**config.mk**
```make
export PLATFORM = sky130hd
export DESIGN_NAME = frame_decoder
export DESIGN_NICKNAME = d
export VERILOG_FILES = /design/src/source/stream_pkg.sv /design/src/source/frame_pkg.sv /design/src/source/ingress_ctrl.sv /design/src/source/port_select.sv /design/src/source/byte_realigner.sv /design/src/source/egress_sequencer.sv /design/src/source/frame_decoder.sv
export SDC_FILE = /design/constraint.sdc
export NUM_CORES = 1
export LEC_CHECK = 0
export BUFFER_PORTS_ARGS = -buffer_cell sky130_fd_sc_hd__clkbuf_2
export CORE_AREA = 2 2 438 440
export CTS_BUF_LIST = sky130_fd_sc_hd__clkbuf_4 sky130_fd_sc_hd__clkbuf_8
export DETAILED_ROUTE_END_ITERATION = 10
export DIE_AREA = 0 0 440 442
export PLACE_DENSITY_LB_ADDON = 0.25
export SYNTH_ARGS = -nofsm -noshare
export SYNTH_HDL_FRONTEND = slang
export SYNTH_HIERARCHICAL = 1
export SYNTH_SLANG_ARGS = --single-unit
```
**constraint.sdc**
```tcl
create_clock -name glb_clk -period 5.1 [get_ports glb_clk]
set_input_delay 0.51 -clock glb_clk [delete_from_list [all_inputs] [get_ports glb_clk]]
set_output_delay 0.51 -clock glb_clk [all_outputs]
set_load 0.02 [all_outputs]
```
**src/source/stream_pkg.sv**
```systemverilog
`default_nettype none

package stream_pkg;

    // ------------------------------------------------------------------------
    // stream beat widths
    // ------------------------------------------------------------------------

    localparam int DATA_W = 32;

    // one keep bit per data byte
    localparam int KEEP_W = DATA_W / 8;

    // ------------------------------------------------------------------------
    // one beat of the frame stream
    // ------------------------------------------------------------------------

    // byte 0 of the beat sits in data[7:0]
    typedef struct packed {
        logic [DATA_W-1:0] data;
        logic [KEEP_W-1:0] keep;
        logic              last;
    } axis_beat_t;

endpackage

`default_nettype wire

```
**src/source/frame_pkg.sv**
```systemverilog
`default_nettype none

package frame_pkg;

    // ------------------------------------------------------------------------
    // header layout
    // ------------------------------------------------------------------------

    typedef logic [47:0] mac_t;

    typedef struct packed {
        mac_t        da;
        mac_t        sa;
        logic [15:0] length_type;
        logic [7:0]  ecn;
    } frame_hdr_t;

    // beat 3, high byte first
    typedef struct packed {
        logic [7:0]  label;
        logic [7:0]  ecn;
        logic [15:0] length_type;
    } tag_fields_t;

    typedef union packed {
        logic [31:0] raw;
        tag_fields_t fields;
    } tag_word_u;

    // DA/SA take three beats, the tag word the fourth
    localparam int HDR_WORDS = 4;

    localparam logic [7:0] ECN_ALERT = 8'h01;

    // ------------------------------------------------------------------------
    // port selection
    // ------------------------------------------------------------------------

    typedef logic [31:0] fill_level_t;

    // label 1 maps to port 0
    localparam logic [7:0] LABEL_FIRST = 8'd1;
    localparam logic [7:0] LABEL_NONE  = 8'hfe;

endpackage

`default_nettype wire

```
**src/source/ingress_ctrl.sv**
```systemverilog
`timescale 1ns/1ps
`default_nettype none

module ingress_ctrl (
    input  wire logic                   glb_clk,
    input  wire logic                   glb_areset_n,
    input  wire logic                   s_tvalid,
    input  stream_pkg::axis_beat_t      s_beat,
    input  wire logic                   frame_done,
    output logic                        s_tready,
    output frame_pkg::frame_hdr_t       hdr,
    output logic                        tag_strobe,
    output logic [7:0]                  label,
    output stream_pkg::axis_beat_t      pay_beat,
    output logic                        pay_strobe
);
    import frame_pkg::*;

    localparam int CNT_W = $clog2(HDR_WORDS);

    typedef enum logic [1:0] {
        IN_IDLE,
        IN_HDR,
        IN_PAY,
        IN_WAIT
    } in_state_t;

    in_state_t        state;
    logic [CNT_W-1:0] beat_cnt;
    logic             accept;
    tag_word_u        tag_word;

    assign accept       = s_tvalid && s_tready;
    assign tag_word.raw = s_beat.data;

    always_ff @(posedge glb_clk or negedge glb_areset_n) begin
        if (!glb_areset_n) begin
            state      <= IN_IDLE;
            s_tready   <= 1'b0;
            beat_cnt   <= '0;
            tag_strobe <= 1'b0;
            pay_strobe <= 1'b0;
        end else begin
            tag_strobe <= 1'b0;
            pay_strobe <= 1'b0;
            case (state)
                IN_IDLE: begin
                    if (s_tvalid) begin
                        s_tready <= 1'b1;
                        beat_cnt <= '0;
                        state    <= IN_HDR;
                    end
                end
                IN_HDR: begin
                    if (accept) begin
                        beat_cnt <= beat_cnt + 1'b1;
                        if (beat_cnt == CNT_W'(HDR_WORDS - 1)) begin
                            tag_strobe <= 1'b1;
                            state      <= IN_PAY;
                        end
                    end
                end
                IN_PAY: begin
                    if (accept) begin
                        pay_strobe <= 1'b1;
                        if (s_beat.last) begin
                            s_tready <= 1'b0;
                            state    <= IN_WAIT;
                        end
                    end
                end
                // hold off the next frame until the output side is done
                IN_WAIT: begin
                    if (frame_done) begin
                        state <= IN_IDLE;
                    end
                end
                default: state <= IN_IDLE;
            endcase
        end
    end

    // header fields and payload forwarding
    always_ff @(posedge glb_clk) begin
        if (accept && state == IN_HDR) begin
            case (beat_cnt)
                CNT_W'(0): hdr.da[31:0] <= s_beat.data;
                CNT_W'(1): begin
                    hdr.da[47:32] <= s_beat.data[15:0];
                    hdr.sa[15:0]  <= s_beat.data[31:16];
                end
                CNT_W'(2): hdr.sa[47:16] <= s_beat.data;
                default: begin
                    hdr.length_type <= tag_word.fields.length_type;
                    hdr.ecn         <= tag_word.fields.ecn;
                    label           <= tag_word.fields.label;
                end
            endcase
        end
        if (accept && state == IN_PAY) begin
            pay_beat <= s_beat;
        end
    end

endmodule

`default_nettype wire

```
**src/source/port_select.sv**
```systemverilog
`timescale 1ns/1ps
`default_nettype none

module port_select #(
    parameter int                     PORT_NUM             = 32,
    parameter frame_pkg::fill_level_t FILL_ALERT_THRESHOLD = 3000
) (
    input  wire logic                                glb_clk,
    input  wire logic                                glb_areset_n,
    input  wire logic [7:0]                          label,
    input  wire logic                                tag_strobe,
    input  wire logic                                frame_done,
    input  frame_pkg::fill_level_t [PORT_NUM-1:0]    fifo_fill,
    output logic [PORT_NUM-1:0]                      bus_sel,
    output logic                                     ecn_mark
);
    import frame_pkg::*;

    logic [7:0] label_r;

    // label of the frame in flight, parked on a non-port value otherwise
    always_ff @(posedge glb_clk or negedge glb_areset_n) begin
        if (!glb_areset_n) begin
            label_r <= LABEL_NONE;
        end else if (frame_done) begin
            label_r <= LABEL_NONE;
        end else if (tag_strobe) begin
            label_r <= label;
        end
    end

    // one-hot decode and fill check on the selected port
    always_comb begin
        bus_sel  = '0;
        ecn_mark = 1'b0;
        for (int i = 0; i < PORT_NUM; i++) begin
            if (label_r == LABEL_FIRST + 8'(i)) begin
                bus_sel[i] = 1'b1;
                ecn_mark   = fifo_fill[i] > FILL_ALERT_THRESHOLD;
            end
        end
    end

endmodule

`default_nettype wire

```
**src/source/byte_realigner.sv**
```systemverilog
`timescale 1ns/1ps
`default_nettype none

module byte_realigner (
    input  wire logic                 glb_clk,
    input  wire logic                 glb_areset_n,
    input  stream_pkg::axis_beat_t    pay_beat,
    input  wire logic                 pay_strobe,
    output logic [7:0]                first_byte,
    output logic                      first_strobe,
    output stream_pkg::axis_beat_t    shifted_beat,
    output logic                      shifted_valid
);
    import stream_pkg::*;
    import frame_pkg::*;

    logic              in_frame;
    logic              tail_pend;
    logic              multi_tail;
    logic [DATA_W-9:0] held;
    logic [KEEP_W-1:0] tail_keep;

    axis_beat_t             stage_in;
    logic                   stage_in_v;
    axis_beat_t             dly [HDR_WORDS];
    logic [HDR_WORDS-1:0]   dly_v;

    // last beat still has bytes left once its low byte moves down
    assign multi_tail = |pay_beat.keep[KEEP_W-1:1];

    // ------------------------------------------------------------------------
    // shift down by one byte
    // ------------------------------------------------------------------------

    always_comb begin
        stage_in.data = {pay_beat.data[7:0], held};
        stage_in.keep = '1;
        stage_in.last = pay_beat.last && !multi_tail;
        stage_in_v    = pay_strobe && in_frame;
        // flush of the upper bytes of the last beat
        if (!pay_strobe && tail_pend) begin
            stage_in.data = {8'h00, held};
            stage_in.keep = tail_keep;
            stage_in.last = 1'b1;
            stage_in_v    = 1'b1;
        end
    end

    always_ff @(posedge glb_clk or negedge glb_areset_n) begin
        if (!glb_areset_n) begin
            in_frame     <= 1'b0;
            tail_pend    <= 1'b0;
            first_strobe <= 1'b0;
            dly_v        <= '0;
        end else begin
            first_strobe <= pay_strobe && !in_frame;
            if (pay_strobe) begin
                if (!in_frame) begin
                    in_frame <= 1'b1;
                end else if (pay_beat.last) begin
                    in_frame  <= 1'b0;
                    tail_pend <= multi_tail;
                end
            end else begin
                tail_pend <= 1'b0;
            end
            dly_v <= {dly_v[HDR_WORDS-2:0], stage_in_v};
        end
    end

    // ------------------------------------------------------------------------
    // byte holding and delay line
    // ------------------------------------------------------------------------

    always_ff @(posedge glb_clk) begin
        if (pay_strobe) begin
            held      <= pay_beat.data[DATA_W-1:8];
            tail_keep <= pay_beat.keep >> 1;
            if (!in_frame) begin
                first_byte <= pay_beat.data[7:0];
            end
        end
        dly[0] <= stage_in;
        for (int i = 1; i < HDR_WORDS; i++) begin
            dly[i] <= dly[i-1];
        end
    end

    // lines up behind the rebuilt header
    assign shifted_beat  = dly[HDR_WORDS-1];
    assign shifted_valid = dly_v[HDR_WORDS-1];

endmodule

`default_nettype wire

```
**src/source/egress_sequencer.sv**
```systemverilog
`timescale 1ns/1ps
`default_nettype none

module egress_sequencer (
    input  wire logic                 glb_clk,
    input  wire logic                 glb_areset_n,
    input  frame_pkg::frame_hdr_t     hdr,
    input  wire logic                 ecn_mark,
    input  wire logic [7:0]           first_byte,
    input  wire logic                 first_strobe,
    input  stream_pkg::axis_beat_t    shifted_beat,
    input  wire logic                 shifted_valid,
    input  wire logic                 m_tready,
    output logic                      m_tvalid,
    output stream_pkg::axis_beat_t    m_beat,
    output logic                      frame_done
);
    import stream_pkg::*;
    import frame_pkg::*;

    typedef enum logic [2:0] {
        EG_IDLE,
        EG_DA0,
        EG_DA1_SA0,
        EG_SA1,
        EG_TAG,
        EG_DATA,
        EG_DROP
    } eg_state_t;

    eg_state_t  state;
    logic [7:0] first_r;
    tag_word_u  out_tag;

    function automatic axis_beat_t hdr_beat(input logic [DATA_W-1:0] word);
        axis_beat_t beat;
        beat.data = word;
        beat.keep = '1;
        beat.last = 1'b0;
        return beat;
    endfunction

    // first payload byte takes the label slot
    always_comb begin
        out_tag.fields.label       = first_r;
        out_tag.fields.ecn         = ecn_mark ? ECN_ALERT : hdr.ecn;
        out_tag.fields.length_type = hdr.length_type;
    end

    always_ff @(posedge glb_clk or negedge glb_areset_n) begin
        if (!glb_areset_n) begin
            state      <= EG_IDLE;
            m_tvalid   <= 1'b0;
            frame_done <= 1'b0;
        end else begin
            frame_done <= 1'b0;
            case (state)
                EG_IDLE: begin
                    if (first_strobe) begin
                        m_tvalid <= 1'b1;
                        state    <= EG_DA0;
                    end
                end
                // sink gets one chance, at DA0
                EG_DA0: begin
                    if (m_tready) begin
                        state <= EG_DA1_SA0;
                    end else begin
                        m_tvalid <= 1'b0;
                        state    <= EG_DROP;
                    end
                end
                EG_DA1_SA0: state <= EG_SA1;
                EG_SA1:     state <= EG_TAG;
                EG_TAG: begin
                    m_tvalid <= shifted_valid;
                    state    <= EG_DATA;
                end
                EG_DATA: begin
                    if (m_beat.last) begin
                        m_tvalid   <= 1'b0;
                        frame_done <= 1'b1;
                        state      <= EG_IDLE;
                    end else begin
                        m_tvalid <= shifted_valid;
                    end
                end
                // drain the payload without sending it
                EG_DROP: begin
                    if (shifted_valid && shifted_beat.last) begin
                        frame_done <= 1'b1;
                        state      <= EG_IDLE;
                    end
                end
                default: state <= EG_IDLE;
            endcase
        end
    end

    always_ff @(posedge glb_clk) begin
        if (first_strobe) begin
            first_r <= first_byte;
        end
        case (state)
            EG_IDLE:    m_beat <= hdr_beat(hdr.da[31:0]);
            EG_DA0:     m_beat <= hdr_beat({hdr.sa[15:0], hdr.da[47:32]});
            EG_DA1_SA0: m_beat <= hdr_beat(hdr.sa[47:16]);
            EG_SA1:     m_beat <= hdr_beat(out_tag.raw);
            EG_TAG,
            EG_DATA:    m_beat <= shifted_beat;
            default:    m_beat <= m_beat;
        endcase
    end

endmodule

`default_nettype wire

```
**src/source/frame_decoder.sv**
```systemverilog
`timescale 1ns/1ps
`default_nettype none

module frame_decoder #(
    parameter int                     PORT_NUM             = 32,
    parameter frame_pkg::fill_level_t FILL_ALERT_THRESHOLD = 3000
) (
    input  wire logic                                glb_clk,
    input  wire logic                                glb_areset_n,
    input  wire logic                                s_tvalid,
    output logic                                     s_tready,
    input  stream_pkg::axis_beat_t                   s_beat,
    output logic                                     m_tvalid,
    input  wire logic                                m_tready,
    output stream_pkg::axis_beat_t                   m_beat,
    output logic [PORT_NUM-1:0]                      bus_sel,
    input  frame_pkg::fill_level_t [PORT_NUM-1:0]    fifo_fill
);
    import stream_pkg::*;
    import frame_pkg::*;

    frame_hdr_t hdr;
    logic       tag_strobe;
    logic [7:0] label;
    axis_beat_t pay_beat;
    logic       pay_strobe;
    logic       ecn_mark;
    logic [7:0] first_byte;
    logic       first_strobe;
    axis_beat_t shifted_beat;
    logic       shifted_valid;
    logic       frame_done;

    ingress_ctrl u_ingress_ctrl (
        .glb_clk      (glb_clk),
        .glb_areset_n (glb_areset_n),
        .s_tvalid     (s_tvalid),
        .s_beat       (s_beat),
        .frame_done   (frame_done),
        .s_tready     (s_tready),
        .hdr          (hdr),
        .tag_strobe   (tag_strobe),
        .label        (label),
        .pay_beat     (pay_beat),
        .pay_strobe   (pay_strobe)
    );

    port_select #(
        .PORT_NUM             (PORT_NUM),
        .FILL_ALERT_THRESHOLD (FILL_ALERT_THRESHOLD)
    ) u_port_select (
        .glb_clk      (glb_clk),
        .glb_areset_n (glb_areset_n),
        .label        (label),
        .tag_strobe   (tag_strobe),
        .frame_done   (frame_done),
        .fifo_fill    (fifo_fill),
        .bus_sel      (bus_sel),
        .ecn_mark     (ecn_mark)
    );

    byte_realigner u_byte_realigner (
        .glb_clk       (glb_clk),
        .glb_areset_n  (glb_areset_n),
        .pay_beat      (pay_beat),
        .pay_strobe    (pay_strobe),
        .first_byte    (first_byte),
        .first_strobe  (first_strobe),
        .shifted_beat  (shifted_beat),
        .shifted_valid (shifted_valid)
    );

    egress_sequencer u_egress_sequencer (
        .glb_clk       (glb_clk),
        .glb_areset_n  (glb_areset_n),
        .hdr           (hdr),
        .ecn_mark      (ecn_mark),
        .first_byte    (first_byte),
        .first_strobe  (first_strobe),
        .shifted_beat  (shifted_beat),
        .shifted_valid (shifted_valid),
        .m_tready      (m_tready),
        .m_tvalid      (m_tvalid),
        .m_beat        (m_beat),
        .frame_done    (frame_done)
    );

endmodule

`default_nettype wire

```
Word level (Yosys, flattened, before mapping). Memories as Yosys holds them, arrays and structs flattened. Index checks and enable logic that the tools add are counted.

Divide/modulo/power cells: 0. Multiply operators: 0. Add/subtract/negate cells: 1. Shift-type cells: 0. Reduce and logical (&&, ||, !) cells: 33. Bitwise operators: 2. Eq/ne operators: 56. $lt $le $gt $ge: 32. Muxes and demuxes: 106.

Operators by type and width (count): greater-than comparator 32 x 12 -> 1 bit (second input constant) (32); case mux 37 bit (5 select lines) (1); == test 8 x 5 -> 1 bit (second input constant) (16); 2-to-1 mux 1 bit (83); == test 8 x 4 -> 1 bit (second input constant) (8); 2-to-1 mux 37 bit (1); == test 8 x 3 -> 1 bit (second input constant) (4); 2-to-1 mux 8 bit (3); case mux 3 bit (7 select lines) (1); == test 8 x 2 -> 1 bit (second input constant) (2); 2-to-1 mux 2 bit (8); inequality test 2 x 1 -> 1 bit (second input constant) (8); 2-to-1 mux 3 bit (4); AND reduction 2 bit (6); == test 3 bit (second input constant) (3); AND reduction 3 bit (3); == test 2 bit (second input constant) (4); == test 8 x 1 -> 1 bit (second input constant) (1); == test 8 x 6 -> 1 bit (second input constant) (1); logical AND 1 bit (8); inequality test 2 bit (second input constant) (4); case mux 2 bit (4 select lines) (1); == test 3 x 2 -> 1 bit (second input constant) (2); AND reduction 6 bit (1); other kinds (16) (25).

Latch bits: 0. Output and inout port bits: 71. Register bits: 272. Memories kept: 1. Bits in writable memories: 148. Input bits: 1065. Logic and storage cells: 261. Bits in read-only memories: 0.

Memory list: u_byte_realigner.dly (depth 4, width 37, rd ports 4, clocked after memory_dff 0, write ports 4, line byte_realigner.sv:25) `axis_beat_t dly [HDR_WORDS];`.

Depth between registers and ports, before layout.
Word-level depth: 35. Mapped depth: 13. Mapped depth without buffers: 11.

By module. Netlist, hierarchy kept.

Modules (own cells, without submodules): ingress_ctrl (times used 1, cells each 217, area each 5465.2 um^2, seq. area each 5129.9 um^2); byte_realigner (times used 1, cells each 213, area each 4337.9 um^2, seq. area each 4189.0 um^2); egress_sequencer (times used 1, cells each 310, area each 3473.3 um^2, seq. area each 1476.4 um^2); port_select (times used 1, cells each 528, area each 3345.7 um^2, seq. area each 209.0 um^2).

Worst setup path after synthesis. Ideal clock, no wire load.

Path kind: register to register. From: register u_port_select.label_r[2]. To: register u_egress_sequencer/m_beat[22] (netlist name). Path buffers: 2. Data required time: 4.960 ns. Stages on the path, launching flop included: 14. Clock period less this slack: 2.941 ns. Setup time: 0.140 ns. Path slack: 2.159 ns. Arrival: 2.800 ns. Path through: dfstp_2 clkbuf_1 nor2_2 nand3_1 nor4_1 and4_1 a32o_1 nor4_1 a21oi_1 o31ai_1 nor4bb_1 buf_2 nand2_1 a2bb2oi_2.

Longest elaborated chain between the ends: 35. Elaborated cells on any way between the ends: 66. Classes of those cells: 32 x eq/ne; 34 x mux.

Ends and longest elaborated chain: from (decl) (line port_select.sv:19) `logic [7:0] label_r;`; from (signal assigned) (line port_select.sv:28) `label_r <= label;`; == test 8 x 1 -> 1 bit (line port_select.sv:37) `if (label_r == LABEL_FIRST + 8'(i)) begin`; 2-to-1 mux 1 bit (31 in a row) (line port_select.sv:37); 2-to-1 mux 1 bit (*) (line port_select.sv:37); via ecn_mark (line frame_decoder.sv:27) `logic ecn_mark;`; 2-to-1 mux 8 bit (*) (line egress_sequencer.sv:46) `out_tag.fields.ecn = ecn_mark ? ECN_ALERT : hdr.ecn;`; case mux 37 bit (5 select lines) (*) (line egress_sequencer.sv:104) `case (state)`.

The timed path passes the listed nets; every way through them passes the cells marked *. A chain may end at the register's enable or synchronous reset.

Worst setup path in the final report.
From: register u_port_select.label_r[1]. To: register u_egress_sequencer/m_beat[23] (netlist name).

Longest elaborated chain between the ends: 35. Elaborated cells on any way between the ends: 66. Classes of those cells: 32 x eq/ne; 34 x mux.

Ends and longest elaborated chain (line): == test 8 x 1 -> 1 bit (port_select.sv:37); 2-to-1 mux 1 bit (31 in a row) (port_select.sv:37); 2-to-1 mux 1 bit (*) (port_select.sv:37); via ecn_mark (frame_decoder.sv:27); 2-to-1 mux 8 bit (*) (egress_sequencer.sv:46); case mux 37 bit (5 select lines) (*) (egress_sequencer.sv:104).

Marked as above.

==> impl_metrics.sql <==
INSERT INTO impl_metrics (metric_group, metric, value, unit) VALUES
('clock_tree', 'clock_transition_at_the_registers_of_the_reported_paths', '0.07', 'ns'),
('die', 'boundaryPins', '1136', ''),
('timing', 'final_hold_viol_count', '0', ''),
('route', 'finalWirelength', '120000', 'um'),
('die', 'std_cell_rows', '160', ''),
('worst_hold_path', 'min_to', 'u_egress_sequencer/state[2]', ''),
('clock_tree', 'tritoncts_num_sinks', '419', ''),
('placed_design', 'io_buffers', '1134', ''),
('critical_path', 'worstSetupEndpointType', 'register', ''),
('finish', 'layout.cells.most_common', 'sky130_fd_sc_hd__clkbuf_2', ''),
('route', 'antenna_left', '0', ''),
('route', 'drt-pass1-iter-count', '5', ''),
('placed_design', 'dp_hpwl', '103000', 'um'),
('yosys', 'yosys_warnings', '6', ''),
('critical_path', 'critical_path_required', '5.58', 'ns'),
('power_and_ir_drop', 'internal_power', '6.85', 'mW'),
('clock_tree', 'cts.root.buffer_cell', 'sky130_fd_sc_hd__clkbuf_8', ''),
('critical_path', 'start_kind', 'register', ''),
('placed_design', 'postPlaceCellArea', '0.0255', 'mm^2'),
('route', 'drc_violation_count_after_routing', '0', ''),
('critical_path', 'worst_r2r_path_depth', '13', ''),
('timing', 'finalSetupTns', '0', 'ns'),
('finish', 'flow.area_growth_from_synthesis', '63.9', '%'),
('route', 'drt_iter0_drc', '696', ''),
('grt', 'grtUsageTotal', '0.118', ''),
('timing', 'slew_headroom', '0.131', ''),
('grt', 'overflow', '0', ''),
('yosys', 'syn_avg_cell_area', '13.1', 'um^2'),
('power_and_ir_drop', 'sequentialPowerShare', '0.416', ''),
('power_and_ir_drop', 'pwr_density_cell', '364', 'mW/mm^2'),
('timing', 'tightest_slew', '1.29', 'ns'),
('grt', 'grt_antenna_before_repair', '42', ''),
('timing', 'drv_slew', '0', ''),
('timing', 'maxClockFrequency', '0.241', 'GHz'),
('power_and_ir_drop', 'clock_power_share', '0.351', ''),
('power_and_ir_drop', 'post-layout-total-power', '9.89', 'mW'),
('timing', 'report.final.setup_viol', '0', ''),
('route', 'wire_per_inst', '23.7', 'um'),
('clock_tree', 'postCtsSetupRepairBufs', '0', ''),
('timing', 'fin_skew', '0.0695', 'ns'),
('grt', 'grt_use_met1', '0.143', ''),
('grt', 'maximum_number_of_pins_on_one_net_before_global_route_repair', '50', ''),
('finish', 'n_fill_cell', '21500', ''),
('status', 'outcome', 'complete, no violations', ''),
('die', 'floorplan.die_area', '0.194', 'mm^2'),
('grt', 'use_met2', '0.215', ''),
('clock_tree', 'ctsResizeCount', '0', ''),
('critical_path', 'critPathKind', 'reg -> reg', ''),
('yosys', 'syn_std_cell_area', '0.0166', 'mm^2'),
('clock_tree', 'cts.hold.buffers_added', '4', ''),
('timing', 'unrepaired_setup_endpoints_after_global_routing', 'no', ''),
('worst_hold_path', 'worstHoldStart', 'm_tready', ''),
('power_and_ir_drop', 'comb_power_frac', '0.233', ''),
('finish', 'fin_nets', '3552', ''),
('critical_path', 'worstPathMaxFanout', '13', ''),
('critical_path', 'timing.rr.start', 'u_port_select/label_r[1]', ''),
('die', 'fp.coreArea', '0.190', 'mm^2'),
('finish', 'proportion_of_layout_cells_with_a_drive_suffix_above_1', '0.547', ''),
('grt', 'grt_use_met3', '0.0166', ''),
('worst_hold_path', 'hold_path.class', 'in -> reg', ''),
('yosys', 'syn-instance-count', '1267', ''),
('timing', 'post-route-min-period', '4.15', 'ns'),
('route', 'total_via_count_after_detailed_routing', '15900', ''),
('die', 'initial_core_util', '0.0875', ''),
('power_and_ir_drop', 'p_switching', '3.04', 'mW'),
('finish', 'most-common-layout-cells', '1134 x sky130_fd_sc_hd__clkbuf_2, 244 x sky130_fd_sc_hd__edfxtp_1, 153 x sky130_fd_sc_hd__nor4_1', ''),
('clock_tree', 'clock_insertion_delay_worst_skew', '0.67', 'ns'),
('grt', 'grt_pass1_wl', '153000', 'um'),
('worst_hold_path', 'timing.hold.worst_path_depth', '2', ''),
('critical_path', 'rrSetupSlack', '0.95', 'ns'),
('power_and_ir_drop', 'switching_share', '0.307', '');
metal layers:
layer  share of wire  vias to the layer above  wire [um]
met4           0.027                       14       3270
met2            0.51                      641      61500
met3           0.039                      139       4700
met1            0.42                     7628      50500
li1                -                     7476          -
met5         0.00067                        -         80
power groups by stage:
stage | Sequential [mW] | Clock (mW) | Combinational, mW
after global routing | 4.16 | 3.77 | 2.50
final | 4.12 | 3.47 | 2.30
after global placement | 4.22 | 0 | 2.39
after CTS | 4.15 | 3.62 | 2.39
after detailed placement | 4.22 | 0 | 2.38
after floorplan | 4.20 | 0 | 1.12
sequential cells by signal, indices dropped and copies added, names as in the netlist, 2 cells and up:
signal,count
u_ingress_ctrl/state,2
u_byte_realigner/held,24
u_ingress_ctrl/beat_cnt,2
u_ingress_ctrl/pay_beat,36
u_byte_realigner/first_byte,8
u_byte_realigner/dly,148
u_byte_realigner/dly_v,4
u_egress_sequencer/state,3
u_byte_realigner/tail_keep,3
u_egress_sequencer/m_beat,37
u_ingress_ctrl/label,8
u_egress_sequencer/first_r,8
u_ingress_ctrl/hdr,120
u_port_select/label_r,8
critical path, cell delays in order (launching register included):
cell	delay (ns)
sky130_fd_sc_hd__dfstp_2	0.89
sky130_fd_sc_hd__nand2_1	0.65
sky130_fd_sc_hd__o2111ai_1	0.44
sky130_fd_sc_hd__a31oi_1	0.09
sky130_fd_sc_hd__o32ai_1	0.31
sky130_fd_sc_hd__a221oi_1	0.14
sky130_fd_sc_hd__buf_4	0.17
sky130_fd_sc_hd__nor2_1	0.23
sky130_fd_sc_hd__o31ai_2	0.12
sky130_fd_sc_hd__buf_4	0.17
sky130_fd_sc_hd__nor4bb_1	0.29
sky130_fd_sc_hd__buf_4	0.23
sky130_fd_sc_hd__nand2_1	0.08
sky130_fd_sc_hd__a2bb2oi_2	0.11
layout make-up:
type | instances | area, um^2 | share of cell area
antenna | 8 | 20.0 | 0.000736
sequential | 419 | 11000 | 0.404
tap | 2511 | 3140 | 0.116
clock inverter | 18 | 272 | 0.00998
clock buffer | 117 | 1400 | 0.0514
inverter | 16 | 60.1 | 0.00221
timing repair buffer | 1174 | 5980 | 0.220
multi-input combinational | 792 | 5340 | 0.196
metrics by stage:
stage | util | cells | setup WS [ns] | hold slack [ns]
6_report | 0.143 | 5055 | 0.945 | 0.0880
5_1_grt | 0.143 | 5055 | 0.528 | 0.0589
4_1_cts | 0.143 | 5047 | 0.492 | 0.0222
3_5_place_dp | 0.134 | 4908 | 0.623 | 0.312
3_3_place_gp | 0.134 | 4907 | 0.261 | 0.310
2_1_floorplan | - | 1267 | 2.16 | 0.214
worst max path at each step:
| stage | cells past startpoint | slack [ns] | start | end |
|---|---|---|---|---|
| final | 13 | 0.95 | u_port_select/label_r[1] | u_egress_sequencer/m_beat[23] |
| after global routing | 13 | 0.53 | u_port_select/label_r[1] | u_egress_sequencer/m_beat[23] |
| after CTS | 13 | 0.49 | u_port_select/label_r[1] | u_egress_sequencer/m_beat[23] |
| after detailed placement | 13 | 0.62 | u_port_select/label_r[1] | u_egress_sequencer/m_beat[23] |
| after global placement | 15 | 0.26 | fifo_fill[896] | u_egress_sequencer/m_beat[22] |
| after floorplan | 13 | 2.16 | u_port_select/label_r[2] | u_egress_sequencer/m_beat[22] |
Power figures use the tool's default switching activity.
